File: config.mk
export PLATFORM = sky130hd
export DESIGN_NAME = cpu
export DESIGN_NICKNAME = d
export VERILOG_FILES = /design/src/verilog/cpu_pkg.sv /design/src/verilog/cpu_ctrl_if.sv /design/src/verilog/cpu.sv /design/src/verilog/cpu_control.sv /design/src/verilog/cpu_execute.sv /design/src/verilog/cpu_fetch.sv /design/src/verilog/cpu_lsu.sv /design/src/verilog/cpu_regfile.sv
export VERILOG_INCLUDE_DIRS = /design/src /design/src/include
export SDC_FILE = /design/constraint.sdc
export NUM_CORES = 2
export LEC_CHECK = 0
export ABC_CLOCK_PERIOD_IN_PS = 18800
export BUFFER_PORTS_ARGS = -buffer_cell sky130_fd_sc_hd__buf_2
export CAP_MARGIN = 20
export CORE_MARGIN = 2
export CORE_UTILIZATION = 65
export DETAILED_ROUTE_END_ITERATION = 10
export PLACE_DENSITY = 0.84
export SKIP_LAST_GASP = 1
export SLEW_MARGIN = 20
export SYNTH_ARGS = -nofsm -noshare
export SYNTH_HDL_FRONTEND = slang
export SYNTH_SLANG_ARGS = --single-unit
File: constraint.sdc
create_clock -name clock -period 18.8 [get_ports clock]
set_input_delay 3.76 -clock clock [delete_from_list [all_inputs] [get_ports clock]]
set_output_delay 3.76 -clock clock [all_outputs]
set_load 0.005 [all_outputs]
File: src/include/cpu_config.svh
`ifndef CPU_CONFIG_SVH
`define CPU_CONFIG_SVH

// datapath widths
`define CPU_XLEN        32
`define CPU_REG_ADDR_W  5
`define CPU_NREG        32
`define CPU_OP_W        6
`define CPU_SUB_W       5

// first fetch address
`define CPU_RESET_PC    32'h0000_0000

// opcodes, bits 30:25
`define CPU_OP_ALU      6'b100000
`define CPU_OP_ADDI     6'b101000
`define CPU_OP_LW       6'b000010
`define CPU_OP_SW       6'b001010
`define CPU_OP_BEQ      6'b100110
`define CPU_OP_BNE      6'b100111

// alu sub-ops, bits 4:0
`define CPU_SUB_ADD     5'b00000
`define CPU_SUB_SUB     5'b00001
`define CPU_SUB_AND     5'b00010
`define CPU_SUB_XOR     5'b00011
`define CPU_SUB_OR      5'b00100
`define CPU_SUB_SLT     5'b00110

// operand source select
`define CPU_FWD_W       2
`define CPU_FWD_RF      2'd0
`define CPU_FWD_MEM     2'd1
`define CPU_FWD_WB      2'd2

`endif

File: src/verilog/cpu_pkg.sv
`include "cpu_config.svh"

package cpu_pkg;

	// one instruction word, two field layouts
	typedef union packed {
		struct packed {
			logic                       rsv_hi;
			logic [`CPU_OP_W-1:0]       opcode;
			logic [`CPU_REG_ADDR_W-1:0] rt;
			logic [`CPU_REG_ADDR_W-1:0] ra;
			logic [`CPU_REG_ADDR_W-1:0] rb;
			logic [4:0]                 rsv_lo;
			logic [`CPU_SUB_W-1:0]      sub_op;
		} r_form;
		struct packed {
			logic                       rsv_hi;
			logic [`CPU_OP_W-1:0]       opcode;
			logic [`CPU_REG_ADDR_W-1:0] rt;
			logic [`CPU_REG_ADDR_W-1:0] ra;
			logic [14:0]                imm15;
		} i_form;
	} instr_t;

endpackage

File: src/verilog/cpu_ctrl_if.sv
`timescale 1ns/10ps
`include "cpu_config.svh"

interface cpu_ctrl_if;
	import cpu_pkg::*;

	// from control
	logic stall_fetch;
	logic bubble_ex;
	logic flush;
	logic hold;
	logic [`CPU_SUB_W-1:0] dec_alu_op;
	logic dec_imm_sel;
	logic dec_mem_read;
	logic dec_mem_write;
	logic dec_reg_write;
	logic dec_branch;
	logic dec_bne;
	logic [`CPU_REG_ADDR_W-1:0] dec_dest;
	logic [`CPU_REG_ADDR_W-1:0] rs_a;
	logic [`CPU_REG_ADDR_W-1:0] rs_b;
	logic [`CPU_FWD_W-1:0] fwd_a;
	logic [`CPU_FWD_W-1:0] fwd_b;

	// from the datapath
	instr_t de_instr;
	logic [`CPU_XLEN-1:0] de_pc;
	logic de_valid;
	logic [`CPU_REG_ADDR_W-1:0] ex_dest;
	logic ex_reg_write;
	logic ex_load;
	logic ex_valid;
	logic [`CPU_REG_ADDR_W-1:0] mem_dest;
	logic mem_reg_write;
	logic mem_load;
	logic mem_store;
	logic mem_valid;
	logic branch_taken;
	logic mem_busy;
	logic if_busy;

	modport control (
		output stall_fetch, bubble_ex, flush, hold,
		output dec_alu_op, dec_imm_sel, dec_mem_read, dec_mem_write,
		output dec_reg_write, dec_branch, dec_bne, dec_dest,
		output rs_a, rs_b, fwd_a, fwd_b,
		input  de_instr, de_valid,
		input  ex_dest, ex_reg_write, ex_load, ex_valid,
		input  mem_dest, mem_reg_write, mem_load, mem_valid,
		input  branch_taken, mem_busy, if_busy
	);

	modport datapath (
		input  stall_fetch, bubble_ex, flush, hold,
		input  dec_alu_op, dec_imm_sel, dec_mem_read, dec_mem_write,
		input  dec_reg_write, dec_branch, dec_bne, dec_dest,
		input  fwd_a, fwd_b,
		output de_instr, de_pc, de_valid,
		output ex_dest, ex_reg_write, ex_load, ex_valid,
		output mem_dest, mem_reg_write, mem_load, mem_store, mem_valid,
		output branch_taken, mem_busy, if_busy
	);

endinterface

File: src/verilog/cpu.sv
`timescale 1ns/10ps
`include "cpu_config.svh"

module cpu (
	input logic clock,
	input logic rst_n,

	output logic imem_valid,
	input logic imem_ready,
	output logic [`CPU_XLEN-1:0] imem_addr,
	input logic [`CPU_XLEN-1:0] imem_rdata,

	output logic dmem_valid,
	input logic dmem_ready,
	output logic dmem_write,
	output logic [`CPU_XLEN-1:0] dmem_addr,
	output logic [`CPU_XLEN-1:0] dmem_wdata,
	input logic [`CPU_XLEN-1:0] dmem_rdata,

	output logic alu_overflow
);
	logic [`CPU_XLEN-1:0] branch_target;
	logic [`CPU_XLEN-1:0] rd_a_data;
	logic [`CPU_XLEN-1:0] rd_b_data;
	logic [`CPU_XLEN-1:0] ex_result;
	logic [`CPU_XLEN-1:0] ex_store_data;
	logic [`CPU_XLEN-1:0] mem_fwd_data;
	logic [`CPU_XLEN-1:0] wb_fwd_data;
	logic wr_en;
	logic [`CPU_REG_ADDR_W-1:0] wr_addr;
	logic [`CPU_XLEN-1:0] wr_data;

	cpu_ctrl_if ctrl_if ();

	cpu_control i_control (
		.clock(clock),
		.rst_n(rst_n),
		.ctrl(ctrl_if.control)
	);

	cpu_fetch i_fetch (
		.clock(clock),
		.rst_n(rst_n),
		.ctrl(ctrl_if.datapath),
		.branch_target(branch_target),
		.imem_valid(imem_valid),
		.imem_ready(imem_ready),
		.imem_addr(imem_addr),
		.imem_rdata(imem_rdata)
	);

	// read ports are addressed from decode
	cpu_regfile i_regfile (
		.clock(clock),
		.rst_n(rst_n),
		.rd_a_addr(ctrl_if.rs_a),
		.rd_b_addr(ctrl_if.rs_b),
		.rd_a_data(rd_a_data),
		.rd_b_data(rd_b_data),
		.wr_en(wr_en),
		.wr_addr(wr_addr),
		.wr_data(wr_data)
	);

	cpu_execute i_execute (
		.clock(clock),
		.rst_n(rst_n),
		.ctrl(ctrl_if.datapath),
		.rd_a_data(rd_a_data),
		.rd_b_data(rd_b_data),
		.mem_fwd_data(mem_fwd_data),
		.wb_fwd_data(wb_fwd_data),
		.branch_target(branch_target),
		.alu_overflow(alu_overflow),
		.ex_result(ex_result),
		.ex_store_data(ex_store_data)
	);

	cpu_lsu i_lsu (
		.clock(clock),
		.rst_n(rst_n),
		.ctrl(ctrl_if.datapath),
		.ex_result(ex_result),
		.ex_store_data(ex_store_data),
		.dmem_valid(dmem_valid),
		.dmem_ready(dmem_ready),
		.dmem_write(dmem_write),
		.dmem_addr(dmem_addr),
		.dmem_wdata(dmem_wdata),
		.dmem_rdata(dmem_rdata),
		.mem_fwd_data(mem_fwd_data),
		.wb_fwd_data(wb_fwd_data),
		.wr_en(wr_en),
		.wr_addr(wr_addr),
		.wr_data(wr_data)
	);

endmodule

File: src/verilog/cpu_control.sv
`timescale 1ns/10ps
`include "cpu_config.svh"

module cpu_control (
	input logic clock,
	input logic rst_n,
	cpu_ctrl_if.control ctrl
);
	import cpu_pkg::*;

	logic [`CPU_OP_W-1:0] opcode;
	logic [`CPU_SUB_W-1:0] sub_op;
	logic uses_a;
	logic uses_b;
	logic load_use;

	// nearest older writer wins
	function automatic logic [`CPU_FWD_W-1:0] fwd_sel(input logic [`CPU_REG_ADDR_W-1:0] src);
		if (src == '0)
			return `CPU_FWD_RF;
		if (ctrl.ex_valid && ctrl.ex_reg_write && ctrl.ex_dest == src)
			return `CPU_FWD_MEM;
		if (ctrl.mem_valid && ctrl.mem_reg_write && ctrl.mem_dest == src)
			return `CPU_FWD_WB;
		return `CPU_FWD_RF;
	endfunction

	assign opcode = ctrl.de_instr.r_form.opcode;
	assign sub_op = ctrl.de_instr.r_form.sub_op;
	assign ctrl.rs_a = ctrl.de_instr.r_form.ra;
	assign ctrl.dec_dest = ctrl.de_instr.r_form.rt;

	always_comb begin
		ctrl.dec_alu_op = `CPU_SUB_ADD;
		ctrl.dec_imm_sel = 1'b0;
		ctrl.dec_mem_read = 1'b0;
		ctrl.dec_mem_write = 1'b0;
		ctrl.dec_reg_write = 1'b0;
		ctrl.dec_branch = 1'b0;
		ctrl.dec_bne = 1'b0;
		ctrl.rs_b = ctrl.de_instr.r_form.rt;
		uses_a = 1'b1;
		uses_b = 1'b0;
		case (opcode)
			`CPU_OP_ALU: begin
				ctrl.dec_alu_op = sub_op;
				ctrl.dec_reg_write = 1'b1;
				ctrl.rs_b = ctrl.de_instr.r_form.rb;
				uses_b = 1'b1;
			end
			`CPU_OP_ADDI: begin
				ctrl.dec_imm_sel = 1'b1;
				ctrl.dec_reg_write = 1'b1;
			end
			`CPU_OP_LW: begin
				ctrl.dec_imm_sel = 1'b1;
				ctrl.dec_mem_read = 1'b1;
				ctrl.dec_reg_write = 1'b1;
			end
			`CPU_OP_SW: begin
				// rt is the store data
				ctrl.dec_imm_sel = 1'b1;
				ctrl.dec_mem_write = 1'b1;
				uses_b = 1'b1;
			end
			`CPU_OP_BEQ, `CPU_OP_BNE: begin
				ctrl.dec_alu_op = `CPU_SUB_SUB;
				ctrl.dec_branch = 1'b1;
				ctrl.dec_bne = (opcode == `CPU_OP_BNE);
				uses_b = 1'b1;
			end
			default: begin
				uses_a = 1'b0;
			end
		endcase
	end

	always_comb begin
		ctrl.fwd_a = fwd_sel(ctrl.rs_a);
		ctrl.fwd_b = fwd_sel(ctrl.rs_b);
	end

	// load in execute feeding the decoding instruction
	assign load_use = ctrl.de_valid && ctrl.ex_valid && ctrl.ex_load && ctrl.ex_dest != '0 &&
		((uses_a && ctrl.ex_dest == ctrl.rs_a) || (uses_b && ctrl.ex_dest == ctrl.rs_b));

	assign ctrl.stall_fetch = load_use;
	assign ctrl.bubble_ex = load_use || ctrl.branch_taken;
	assign ctrl.flush = ctrl.branch_taken;
	assign ctrl.hold = ctrl.mem_busy || ctrl.if_busy;

	a_stall_vs_branch: assert property (@(posedge clock) disable iff (!rst_n)
		!ctrl.hold |-> !(ctrl.stall_fetch && ctrl.branch_taken));

	a_fwd_not_r0: assert property (@(posedge clock) disable iff (!rst_n)
		(ctrl.fwd_a != `CPU_FWD_RF |-> ctrl.rs_a != '0) and
		(ctrl.fwd_b != `CPU_FWD_RF |-> ctrl.rs_b != '0));

endmodule

File: src/verilog/cpu_execute.sv
`timescale 1ns/10ps
`include "cpu_config.svh"

module cpu_execute (
	input logic clock,
	input logic rst_n,
	cpu_ctrl_if.datapath ctrl,
	input logic [`CPU_XLEN-1:0] rd_a_data,
	input logic [`CPU_XLEN-1:0] rd_b_data,
	input logic [`CPU_XLEN-1:0] mem_fwd_data,
	input logic [`CPU_XLEN-1:0] wb_fwd_data,
	output logic [`CPU_XLEN-1:0] branch_target,
	output logic alu_overflow,
	output logic [`CPU_XLEN-1:0] ex_result,
	output logic [`CPU_XLEN-1:0] ex_store_data
);
	import cpu_pkg::*;

	localparam int XLEN = `CPU_XLEN;

	// decode/execute slot
	instr_t ex_instr;
	logic [XLEN-1:0] ex_pc;
	logic [XLEN-1:0] ex_a_data;
	logic [XLEN-1:0] ex_b_data;
	logic [`CPU_SUB_W-1:0] ex_alu_op;
	logic ex_imm_sel;
	logic ex_mem_write;
	logic ex_branch;
	logic ex_bne;
	logic [`CPU_FWD_W-1:0] ex_fwd_a;
	logic [`CPU_FWD_W-1:0] ex_fwd_b;

	logic [XLEN-1:0] op_a;
	logic [XLEN-1:0] op_b;
	logic [XLEN-1:0] imm_ext;
	logic [XLEN-1:0] src2;
	logic [XLEN-1:0] alu_res;
	logic ovf;

	function automatic logic [XLEN-1:0] pick(input logic [`CPU_FWD_W-1:0] sel,
		input logic [XLEN-1:0] rf_data);
		case (sel)
			`CPU_FWD_MEM: return mem_fwd_data;
			`CPU_FWD_WB:  return wb_fwd_data;
			default:      return rf_data;
		endcase
	endfunction

	always_ff @(posedge clock or negedge rst_n) begin
		if (!rst_n) begin
			ctrl.ex_valid <= 1'b0;
			ctrl.ex_reg_write <= 1'b0;
			ctrl.ex_load <= 1'b0;
			ex_mem_write <= 1'b0;
			ex_branch <= 1'b0;
			ctrl.mem_valid <= 1'b0;
			ctrl.mem_reg_write <= 1'b0;
			ctrl.mem_load <= 1'b0;
			ctrl.mem_store <= 1'b0;
		end else if (!ctrl.hold) begin
			ctrl.ex_valid <= ctrl.de_valid && !ctrl.bubble_ex;
			ctrl.ex_reg_write <= ctrl.dec_reg_write;
			ctrl.ex_load <= ctrl.dec_mem_read;
			ex_mem_write <= ctrl.dec_mem_write;
			ex_branch <= ctrl.dec_branch;
			ctrl.mem_valid <= ctrl.ex_valid;
			ctrl.mem_reg_write <= ctrl.ex_reg_write;
			ctrl.mem_load <= ctrl.ex_load;
			ctrl.mem_store <= ex_mem_write;
		end
	end

	always_ff @(posedge clock) begin
		if (!ctrl.hold) begin
			ex_instr <= ctrl.de_instr;
			ex_pc <= ctrl.de_pc;
			ex_a_data <= rd_a_data;
			ex_b_data <= rd_b_data;
			ex_alu_op <= ctrl.dec_alu_op;
			ex_imm_sel <= ctrl.dec_imm_sel;
			ex_bne <= ctrl.dec_bne;
			ex_fwd_a <= ctrl.fwd_a;
			ex_fwd_b <= ctrl.fwd_b;
			ctrl.ex_dest <= ctrl.dec_dest;
			ctrl.mem_dest <= ctrl.ex_dest;
			ex_result <= alu_res;
			ex_store_data <= op_b;
		end
	end

	assign op_a = pick(ex_fwd_a, ex_a_data);
	assign op_b = pick(ex_fwd_b, ex_b_data);
	assign imm_ext = {{(XLEN-15){ex_instr.i_form.imm15[14]}}, ex_instr.i_form.imm15};
	assign src2 = ex_imm_sel ? imm_ext : op_b;

	always_comb begin
		alu_res = '0;
		ovf = 1'b0;
		case (ex_alu_op)
			`CPU_SUB_ADD: begin
				alu_res = op_a + src2;
				ovf = (op_a[XLEN-1] == src2[XLEN-1]) && (alu_res[XLEN-1] != op_a[XLEN-1]);
			end
			`CPU_SUB_SUB: begin
				alu_res = op_a - src2;
				ovf = (op_a[XLEN-1] != src2[XLEN-1]) && (alu_res[XLEN-1] != op_a[XLEN-1]);
			end
			`CPU_SUB_AND: alu_res = op_a & src2;
			`CPU_SUB_OR:  alu_res = op_a | src2;
			`CPU_SUB_XOR: alu_res = op_a ^ src2;
			`CPU_SUB_SLT: alu_res = {{(XLEN-1){1'b0}}, $signed(op_a) < $signed(src2)};
			default: alu_res = '0;
		endcase
	end

	// rt against ra
	assign ctrl.branch_taken = ctrl.ex_valid && ex_branch && ((op_a == op_b) != ex_bne);
	assign branch_target = ex_pc + (imm_ext << 2);

	// only add, sub and addi count, on the cycle the slot moves on
	assign alu_overflow = ctrl.ex_valid && ctrl.ex_reg_write && !ctrl.ex_load && ovf &&
		!ctrl.hold;

endmodule

File: src/verilog/cpu_fetch.sv
`timescale 1ns/10ps
`include "cpu_config.svh"

module cpu_fetch (
	input logic clock,
	input logic rst_n,
	cpu_ctrl_if.datapath ctrl,
	input logic [`CPU_XLEN-1:0] branch_target,
	output logic imem_valid,
	input logic imem_ready,
	output logic [`CPU_XLEN-1:0] imem_addr,
	input logic [`CPU_XLEN-1:0] imem_rdata
);
	logic [`CPU_XLEN-1:0] pc;
	logic running;
	logic ibuf_valid;
	logic [`CPU_XLEN-1:0] ibuf;
	logic xfer;
	logic fetched;
	logic advance;

	// a word already taken while the pipeline held waits in ibuf
	assign imem_valid = running && !ibuf_valid;
	assign imem_addr = pc;
	assign xfer = imem_valid && imem_ready;
	assign fetched = ibuf_valid || xfer;
	assign advance = !ctrl.hold && !ctrl.stall_fetch;
	assign ctrl.if_busy = imem_valid && !imem_ready;

	always_ff @(posedge clock or negedge rst_n) begin
		if (!rst_n) begin
			running <= 1'b0;
			pc <= `CPU_RESET_PC;
			ibuf_valid <= 1'b0;
			ctrl.de_valid <= 1'b0;
		end else begin
			running <= 1'b1;
			if (!ctrl.hold && ctrl.flush) begin
				// wrong-path word is dropped
				pc <= branch_target;
				ibuf_valid <= 1'b0;
				ctrl.de_valid <= 1'b0;
			end else if (advance) begin
				if (fetched)
					pc <= pc + `CPU_XLEN'd4;
				ibuf_valid <= 1'b0;
				ctrl.de_valid <= fetched;
			end else if (xfer) begin
				ibuf_valid <= 1'b1;
			end
		end
	end

	always_ff @(posedge clock) begin
		if (xfer)
			ibuf <= imem_rdata;
		if (advance && !ctrl.flush && fetched) begin
			ctrl.de_instr <= ibuf_valid ? ibuf : imem_rdata;
			ctrl.de_pc <= pc;
		end
	end

	a_imem_stable: assert property (@(posedge clock) disable iff (!rst_n)
		imem_valid && !imem_ready |=> imem_valid && $stable(imem_addr));

endmodule

File: src/verilog/cpu_lsu.sv
`timescale 1ns/10ps
`include "cpu_config.svh"

module cpu_lsu (
	input logic clock,
	input logic rst_n,
	cpu_ctrl_if.datapath ctrl,
	input logic [`CPU_XLEN-1:0] ex_result,
	input logic [`CPU_XLEN-1:0] ex_store_data,
	output logic dmem_valid,
	input logic dmem_ready,
	output logic dmem_write,
	output logic [`CPU_XLEN-1:0] dmem_addr,
	output logic [`CPU_XLEN-1:0] dmem_wdata,
	input logic [`CPU_XLEN-1:0] dmem_rdata,
	output logic [`CPU_XLEN-1:0] mem_fwd_data,
	output logic [`CPU_XLEN-1:0] wb_fwd_data,
	output logic wr_en,
	output logic [`CPU_REG_ADDR_W-1:0] wr_addr,
	output logic [`CPU_XLEN-1:0] wr_data
);
	logic mem_op;
	logic done;
	logic xfer;
	logic [`CPU_XLEN-1:0] ld_buf;
	logic [`CPU_XLEN-1:0] ld_data;

	assign mem_op = ctrl.mem_valid && (ctrl.mem_load || ctrl.mem_store);

	// access finished while fetch still holds the pipe
	assign dmem_valid = mem_op && !done;
	assign dmem_write = ctrl.mem_store;
	assign dmem_addr = ex_result;
	assign dmem_wdata = ex_store_data;
	assign xfer = dmem_valid && dmem_ready;
	assign ctrl.mem_busy = dmem_valid && !dmem_ready;
	assign ld_data = done ? ld_buf : dmem_rdata;

	assign mem_fwd_data = ex_result;
	assign wb_fwd_data = wr_data;

	always_ff @(posedge clock or negedge rst_n) begin
		if (!rst_n) begin
			done <= 1'b0;
			wr_en <= 1'b0;
		end else begin
			if (!ctrl.hold)
				done <= 1'b0;
			else if (xfer)
				done <= 1'b1;
			if (!ctrl.hold)
				wr_en <= ctrl.mem_valid && ctrl.mem_reg_write;
		end
	end

	always_ff @(posedge clock) begin
		if (xfer)
			ld_buf <= dmem_rdata;
		if (!ctrl.hold) begin
			wr_addr <= ctrl.mem_dest;
			wr_data <= ctrl.mem_load ? ld_data : ex_result;
		end
	end

	a_dmem_hold: assert property (@(posedge clock) disable iff (!rst_n)
		dmem_valid && !dmem_ready |=> dmem_valid && $stable(dmem_addr));

endmodule

File: src/verilog/cpu_regfile.sv
`timescale 1ns/10ps
`include "cpu_config.svh"

module cpu_regfile (
	input logic clock,
	input logic rst_n,
	input logic [`CPU_REG_ADDR_W-1:0] rd_a_addr,
	input logic [`CPU_REG_ADDR_W-1:0] rd_b_addr,
	output logic [`CPU_XLEN-1:0] rd_a_data,
	output logic [`CPU_XLEN-1:0] rd_b_data,
	input logic wr_en,
	input logic [`CPU_REG_ADDR_W-1:0] wr_addr,
	input logic [`CPU_XLEN-1:0] wr_data
);
	// r0 has no storage
	logic [`CPU_XLEN-1:0] regs [1:`CPU_NREG-1];

	// same-cycle write is seen by the read
	function automatic logic [`CPU_XLEN-1:0] read_port(input logic [`CPU_REG_ADDR_W-1:0] addr);
		if (addr == '0)
			return '0;
		else if (wr_en && wr_addr == addr)
			return wr_data;
		else
			return regs[addr];
	endfunction

	always_ff @(posedge clock or negedge rst_n) begin
		if (!rst_n) begin
			for (int i = 1; i < `CPU_NREG; i++)
				regs[i] <= '0;
		end else if (wr_en && wr_addr != '0) begin
			regs[wr_addr] <= wr_data;
		end
	end

	always_comb begin
		rd_a_data = read_port(rd_a_addr);
		rd_b_data = read_port(rd_b_addr);
	end

endmodule
## Yosys cells after proc, flatten, opt, wreduce, memory -nomap -nowiden

Index checks and enable logic that the tools add are counted.

| cells by class | value |
|---|---|
| add/subtract/negate cells | 4 |
| order comparisons | 5 |
| eq/ne operators | 28 |
| muxes and demuxes | 62 |
| bitwise gates (word level) | 6 |
| reduce and logical (&&, ||, !) cells | 63 |

Operators with widths:

| kind | number |
|---|---|
| 992-bit bitwise mux | 1 |
| 32-bit 2-to-1 mux | 13 |
| 32-bit binary-select mux with 5-bit select | 2 |
| 32-bit case mux with 6 select lines | 1 |
| 32-bit demux with 5-bit select | 1 |
| 32-bit case mux with 2 select lines | 2 |
| 32-bit adder | 2 |
| 1-bit logical AND | 35 |
| 32-bit by 3-bit adder with 32-bit output (second input constant) | 1 |
| 32-bit bitwise AND | 1 |
| 32-bit == test | 1 |
| 32-bit < comparator | 1 |
| 32-bit OR | 1 |
| 32-bit subtractor | 1 |
| 32-bit XOR | 1 |
| 31-bit 2-to-1 mux | 1 |
| 5-bit == test | 6 |
| 1-bit 2-to-1 mux | 26 |
| 6-bit == test (second input constant) | 4 |
| 2-bit 2-to-1 mux | 12 |
| 6-bit greater-or-equal comparator (second input constant) | 3 |
| 5-bit NOT with 6-bit output | 3 |
| 5-bit logical NOT | 3 |
| 5-bit by 2-bit == test with 1-bit output (second input constant) | 2 |
| 23 further kinds | 44 |

| word-level totals | value |
|---|---|
| flip-flop bits (word level) | 1397 |
| output and inout bits | 100 |
| word-level logic and storage cells | 233 |

## Logic depth before layout (Yosys ltp)

| depth | value |
|---|---|
| depth after elaboration | 11 |
| depth in mapped cells | 21 |

## Worst setup path after synthesis

No wires, ideal clock.

| timing path | value |
|---|---|
| path type | in2reg |
| start point | input dmem_ready |
| end point | register i_fetch.pc[25], in the netlist i_fetch.imem_addr[25] |
| arrival time | 9292 ps |
| slack | 9400 ps |
| stages on the path | 5 |
| cells stage by stage | o32ai_1 -> clkbuf_1 -> inv_1 -> a21oi_1 -> a211oi_1 |

| on the way | value |
|---|---|
| cells in the longest elaborated chain, start to end | 7 |
| elaborated cells between the ends (all ways) | 10 |
| those cells by class | mux: 1; reduce/logical: 9 |

Ends and longest elaborated chain:

| element | RTL line | text |
|---|---|---|
| from (decl) | cpu.sv:14 | `input logic dmem_ready,` |
| 1-bit logical NOT (*) | cpu_lsu.sv:36 | `assign ctrl.mem_busy = dmem_valid && !dmem_ready;` |
| 1-bit logical AND (*) | cpu_lsu.sv:36 |  |
| 1-bit logical OR (*) | cpu_control.sv:90 | `assign ctrl.hold = ctrl.mem_busy \|\| ctrl.if_busy;` |
| 1-bit logical NOT (*) | - |  |
| 1-bit logical AND, on equally long branches | cpu_fetch.sv:38, cpu_fetch.sv:27 |  |
| 2-bit nonzero test (no source line) | - |  |
| 2-bit AND reduction (no source line) | - |  |
| to (signal assigned) | cpu_fetch.sv:33 | `` pc <= `CPU_RESET_PC; `` |
| to (signal assigned) | cpu_fetch.sv:40 | `pc <= branch_target;` |
| to (signal assigned) | cpu_fetch.sv:45 | `` pc <= pc + `CPU_XLEN'd4; `` |
| to (decl) | cpu_fetch.sv:14 | `` logic [`CPU_XLEN-1:0] pc; `` |

Every way passes the cells marked *; elsewhere a longest branch is shown, timed or not.
A chain may end at the register's enable or synchronous reset.

## Final worst setup path

| timing path | value |
|---|---|
| start point | register i_execute.ex_fwd_a[1] |
| end point | output alu_overflow |

| on the way | value |
|---|---|
| cells in the longest elaborated chain, start to end | 8 |
| elaborated cells between the ends (all ways) | 14 |
| those cells by class | add/sub: 2; eq/ne: 6; mux: 2; reduce/logical: 4 |

Ends and longest elaborated chain:

| element | RTL line | text |
|---|---|---|
| from (decl) | cpu_execute.sv:31 | `` logic [`CPU_FWD_W-1:0] ex_fwd_a; `` |
| from (signal assigned) | cpu_execute.sv:83 | `ex_fwd_a <= ctrl.fwd_a;` |
| 2-bit == test / 2-bit by 1-bit == test with 1-bit output (equally long branches) | cpu_execute.sv:43 | `case (sel)` |
| 32-bit case mux with 2 select lines (*) | cpu_execute.sv:43 |  |
| 32-bit subtractor / 32-bit adder (equally long branches) | cpu_execute.sv:106, cpu_execute.sv:102 |  |
| 1-bit inequality test, on equally long branches | cpu_execute.sv:107, cpu_execute.sv:103 |  |
| 1-bit logical AND, on equally long branches | cpu_execute.sv:107, cpu_execute.sv:103 |  |
| 1-bit case mux with 2 select lines (*) | cpu_execute.sv:100 | `case (ex_alu_op)` |
| 1-bit logical AND (*) (2 in a row) | cpu_execute.sv:122 | `assign alu_overflow = ctrl.ex_valid && ctrl.ex_reg_write && !ctrl.ex_load && ovf &&` |
| to (decl) | cpu.sv:20 | `output logic alu_overflow` |

Marked as above.

==> flow_summary.yaml <==
status:
  status: "finished, final reports clean"
floorplanning:
  dieWidth_um: 348
  core_area_mm2: 0.118
  start_util: 0.653
  die_area_mm2: 0.121
  row_count: 126
  ios: 168
  die_h_um: 348
sta:
  rsz0062_at_grt: "no"
  fmax_mhz: 97.7
  drv_slew: 0
  finClkSkew_ps: 26.4
  finalSetupTns_ps: 0
  setup_violations: 0
  finalCritPeriodShare: 0.544
  finalHoldViolations: 0
  tightestPinTransition_ps: 1120
  fin_crit_ps: 10240
  slew_headroom: 0.255
finish:
  final_area_mm2: 0.0839
  design.final.nets: 5948
  layout_commonest_cell: "mux2_2"
  diodes: 0
  drive_above_1_share: 0.373
  syn2layout_area_growth_pct: 9.23
  mostFrequentLayoutCells: "1084 x mux2_2, 1036 x dfrtp_1, 512 x mux4_2"
logic_synthesis:
  synth_flop_cell: "dfrtp_1"
  ys_ff_latch: 1397
  synth.avg_cell_area_um2: 13.2
  netlist_area_mm2: 0.0768
  ys_types: 88
  ys_warn_count: 0
  synth_nets: 6011
  synth_edf_count: 359
  postSynthCellCount: 5821
  yosysSeqAreaShare: 0.478
  async_reset_ff_frac: 0.743
place:
  post_dp_cell_area_mm2: 0.0789
  gp_congestion: 0.987
  hpwl_um: 137000
  portBuffers: 166
critical_path:
  critPathKind: "reg2out"
  cp.arrival_ps: 6480
  cp.depth: 17
  crit_slowest_cell: "buf_4"
  crit_path_cell_trace: "ha_2 -> buf_4 -> inv_1 -> o21ai_1 -> inv_1 -> ha_1 -> and3_1 -> a21oi_1 -> o21ai_0 -> a221o_1 -> a31oi_1 -> o21ai_1 -> o41ai_1 -> xnor2_1 -> o32a_1 -> a2111oi_2 -> buf_2"
  ff2ff_path_depth: 10
  crit_fanout: 60
  worstSetupEndpointType: "primary output"
  path_buf_inv: 4
  worst_path_dominant_cell_family: "compound AO/OA/AOI/OAI gates"
  critPathLaunchType: "flip-flop"
  cpPeakStageDelay_ps: 480
  crit_required_ps: 15040
routing:
  wl_per_cell_um: 31.1
  first_pass_iters: 6
  ant_nets: 0
  vias: 53800
  detail_route.iter0.violations: 6717
  drc_errors: 0
  routed_wl_um: 231000
  viasPerCell: 7.26
clock_network:
  ctsRootBufferMaster: "clkbuf_16"
  post_cts_buffers: 0
  clkTransAtPathRegs_ps: 60
  cts_tree: "done"
  clkSinkCount: 1397
  cts_buffer_depth: 3
  postCtsHoldBufs: 0
  h-tree-depth: 4
  post_cts_resized: 0
  clk-insertion-delay-late_ps: 790
  cts_buffers: 146
worst_hold_path:
  holdCritPathClass: "reg2reg"
  hold_depth: 0
global_routing:
  gr-total-overflow: 0
  grt_max_degree: 174
  antenna_found_initial: 7
  grt_usage: 0.382
  grt_pass1_vias: 54500
  grt_pass1_wl_um: 344000
power:
  max-vdd-ir-drop_mv: 0.104
  power_density_mw_per_mm2: 91.6
  power.leakage_nw: 37.1
flow_run:
  drv_cap: 0
-- worst reg2reg max path: stages, from the launching register on --
cell and delay (ps):
edfxtp_1 510, nor3b_1 930, nand3_1 410, nand2_4 530, buf_4 830, buf_4 770
mux4_2 370, mux2i_1 70, a2111oi_0 540, a31oi_1 270, a211oi_1 980
-- power breakdown --
group / switching, W / total [W] / internal (W)
logic: 0.000838 / 0.00130 / 0.000457
registers: 0.000181 / 0.00347 / 0.00329
clock network: 0.00126 / 0.00292 / 0.00166
-- metal layers --
layer / vias up / GRT usage / routed length (µm)
met3: 911 / 0.112 / 28000
met2: 3597 / 0.583 / 105000
met1: 27300 / 0.494 / 82700
met5: - / 0 / 72
li1: 21900 / - / -
met4: 12 / 0.218 / 14500
-- worst paths after layout --
path                                      startpoint                      end  slack (ps)
hold / removal                i_fetch.ctrl.de_pc[31]      i_execute.ex_pc[31]         420
hold reg to reg               i_fetch.ctrl.de_pc[31]      i_execute.ex_pc[31]         420
setup / recovery               i_execute.ex_fwd_a[1]             alu_overflow        8560
setup reg to reg           i_fetch.ctrl.de_instr[26]  i_execute.ex_b_data[23]       12250
max in group asynchronous                      rst_n      i_regfile.regs[387]       12580
min in group asynchronous                      rst_n       i_regfile.regs[47]        3000
-- flip-flops by register name (all words and copies together), names as in the netlist, 32 cells and up --
register and cells:
i_execute.ex_b_data 32, i_execute.ex_pc 32, i_fetch.imem_addr 32, i_lsu.wb_fwd_data 32, i_regfile.regs 992, i_execute.ex_result 32
i_fetch.ctrl.de_pc 32, i_execute.ex_store_data 32, i_lsu.ld_buf 32, i_execute.ex_a_data 32
-- kinds of logic after synthesis --
kind of cell	share of synthesized area
compound gates	0.0739
fa+ha+maj	0.0202
mux	0.321
buf+inv	0.0332
flops	0.478
simple gates	0.0582
other cells	0.0000488
xor+xnor	0.0150
-- cell type report --
| cell class | instances | area [µm²] |
|---|---|---|
| multi-input combinational | 3781 | 37800 |
| sequential | 1397 | 36800 |
| fill | 7345 | 33700 |
| clock buffer | 211 | 4180 |
| timing repair buffer | 295 | 2120 |
| tap | 1536 | 1920 |
| clock inverter | 52 | 612 |
| inverter | 137 | 522 |
-- synth_stat cells, types with 20 or more instances --
master / instances / area share
mux4_2: 512 / 0.15
and3_1: 24 / 0.0020
o21a_1: 20 / 0.0020
a31oi_1: 46 / 0.0037
nand2b_1: 31 / 0.0025
clkbuf_1: 342 / 0.017
nor3_1: 53 / 0.0035
mux2_2: 1085 / 0.16
buf_2: 46 / 0.0030
xnor2_1: 92 / 0.010
a221o_1: 35 / 0.0046
a22oi_1: 57 / 0.0056
ha_1: 119 / 0.019
xor2_1: 40 / 0.0046
nor2_1: 278 / 0.014
nand3_1: 110 / 0.0072
edfxtp_1: 359 / 0.14
a311oi_1: 25 / 0.0028
inv_1: 133 / 0.0065
nand4_1: 22 / 0.0018
a21o_1: 32 / 0.0031
mux2i_1: 92 / 0.012
a22o_1: 39 / 0.0044
nand2_1: 368 / 0.018
dfrtp_1: 1038 / 0.34
o21ai_0: 135 / 0.0088
nor2b_1: 25 / 0.0020
a211oi_1: 81 / 0.0079
buf_1: 103 / 0.0050
a21oi_1: 213 / 0.014
-- per-stage QoR --
stage | worst slack [ps] | cells | total power, W | util | hold WS, ps
after detailed placement | 9600 | 7129 | 0.00472 | 0.670 | 405
final | 8560 | 7409 | 0.00769 | 0.714 | 417
after global routing | 8300 | 7409 | 0.00790 | 0.714 | 417
after global placement | 9650 | 7121 | 0.00468 | 0.669 | 401
after CTS | 8700 | 7392 | 0.00761 | 0.711 | 417
after floorplan | 9400 | 5821 | 0.00424 | - | 400
Power figures use the tool's default switching activity.
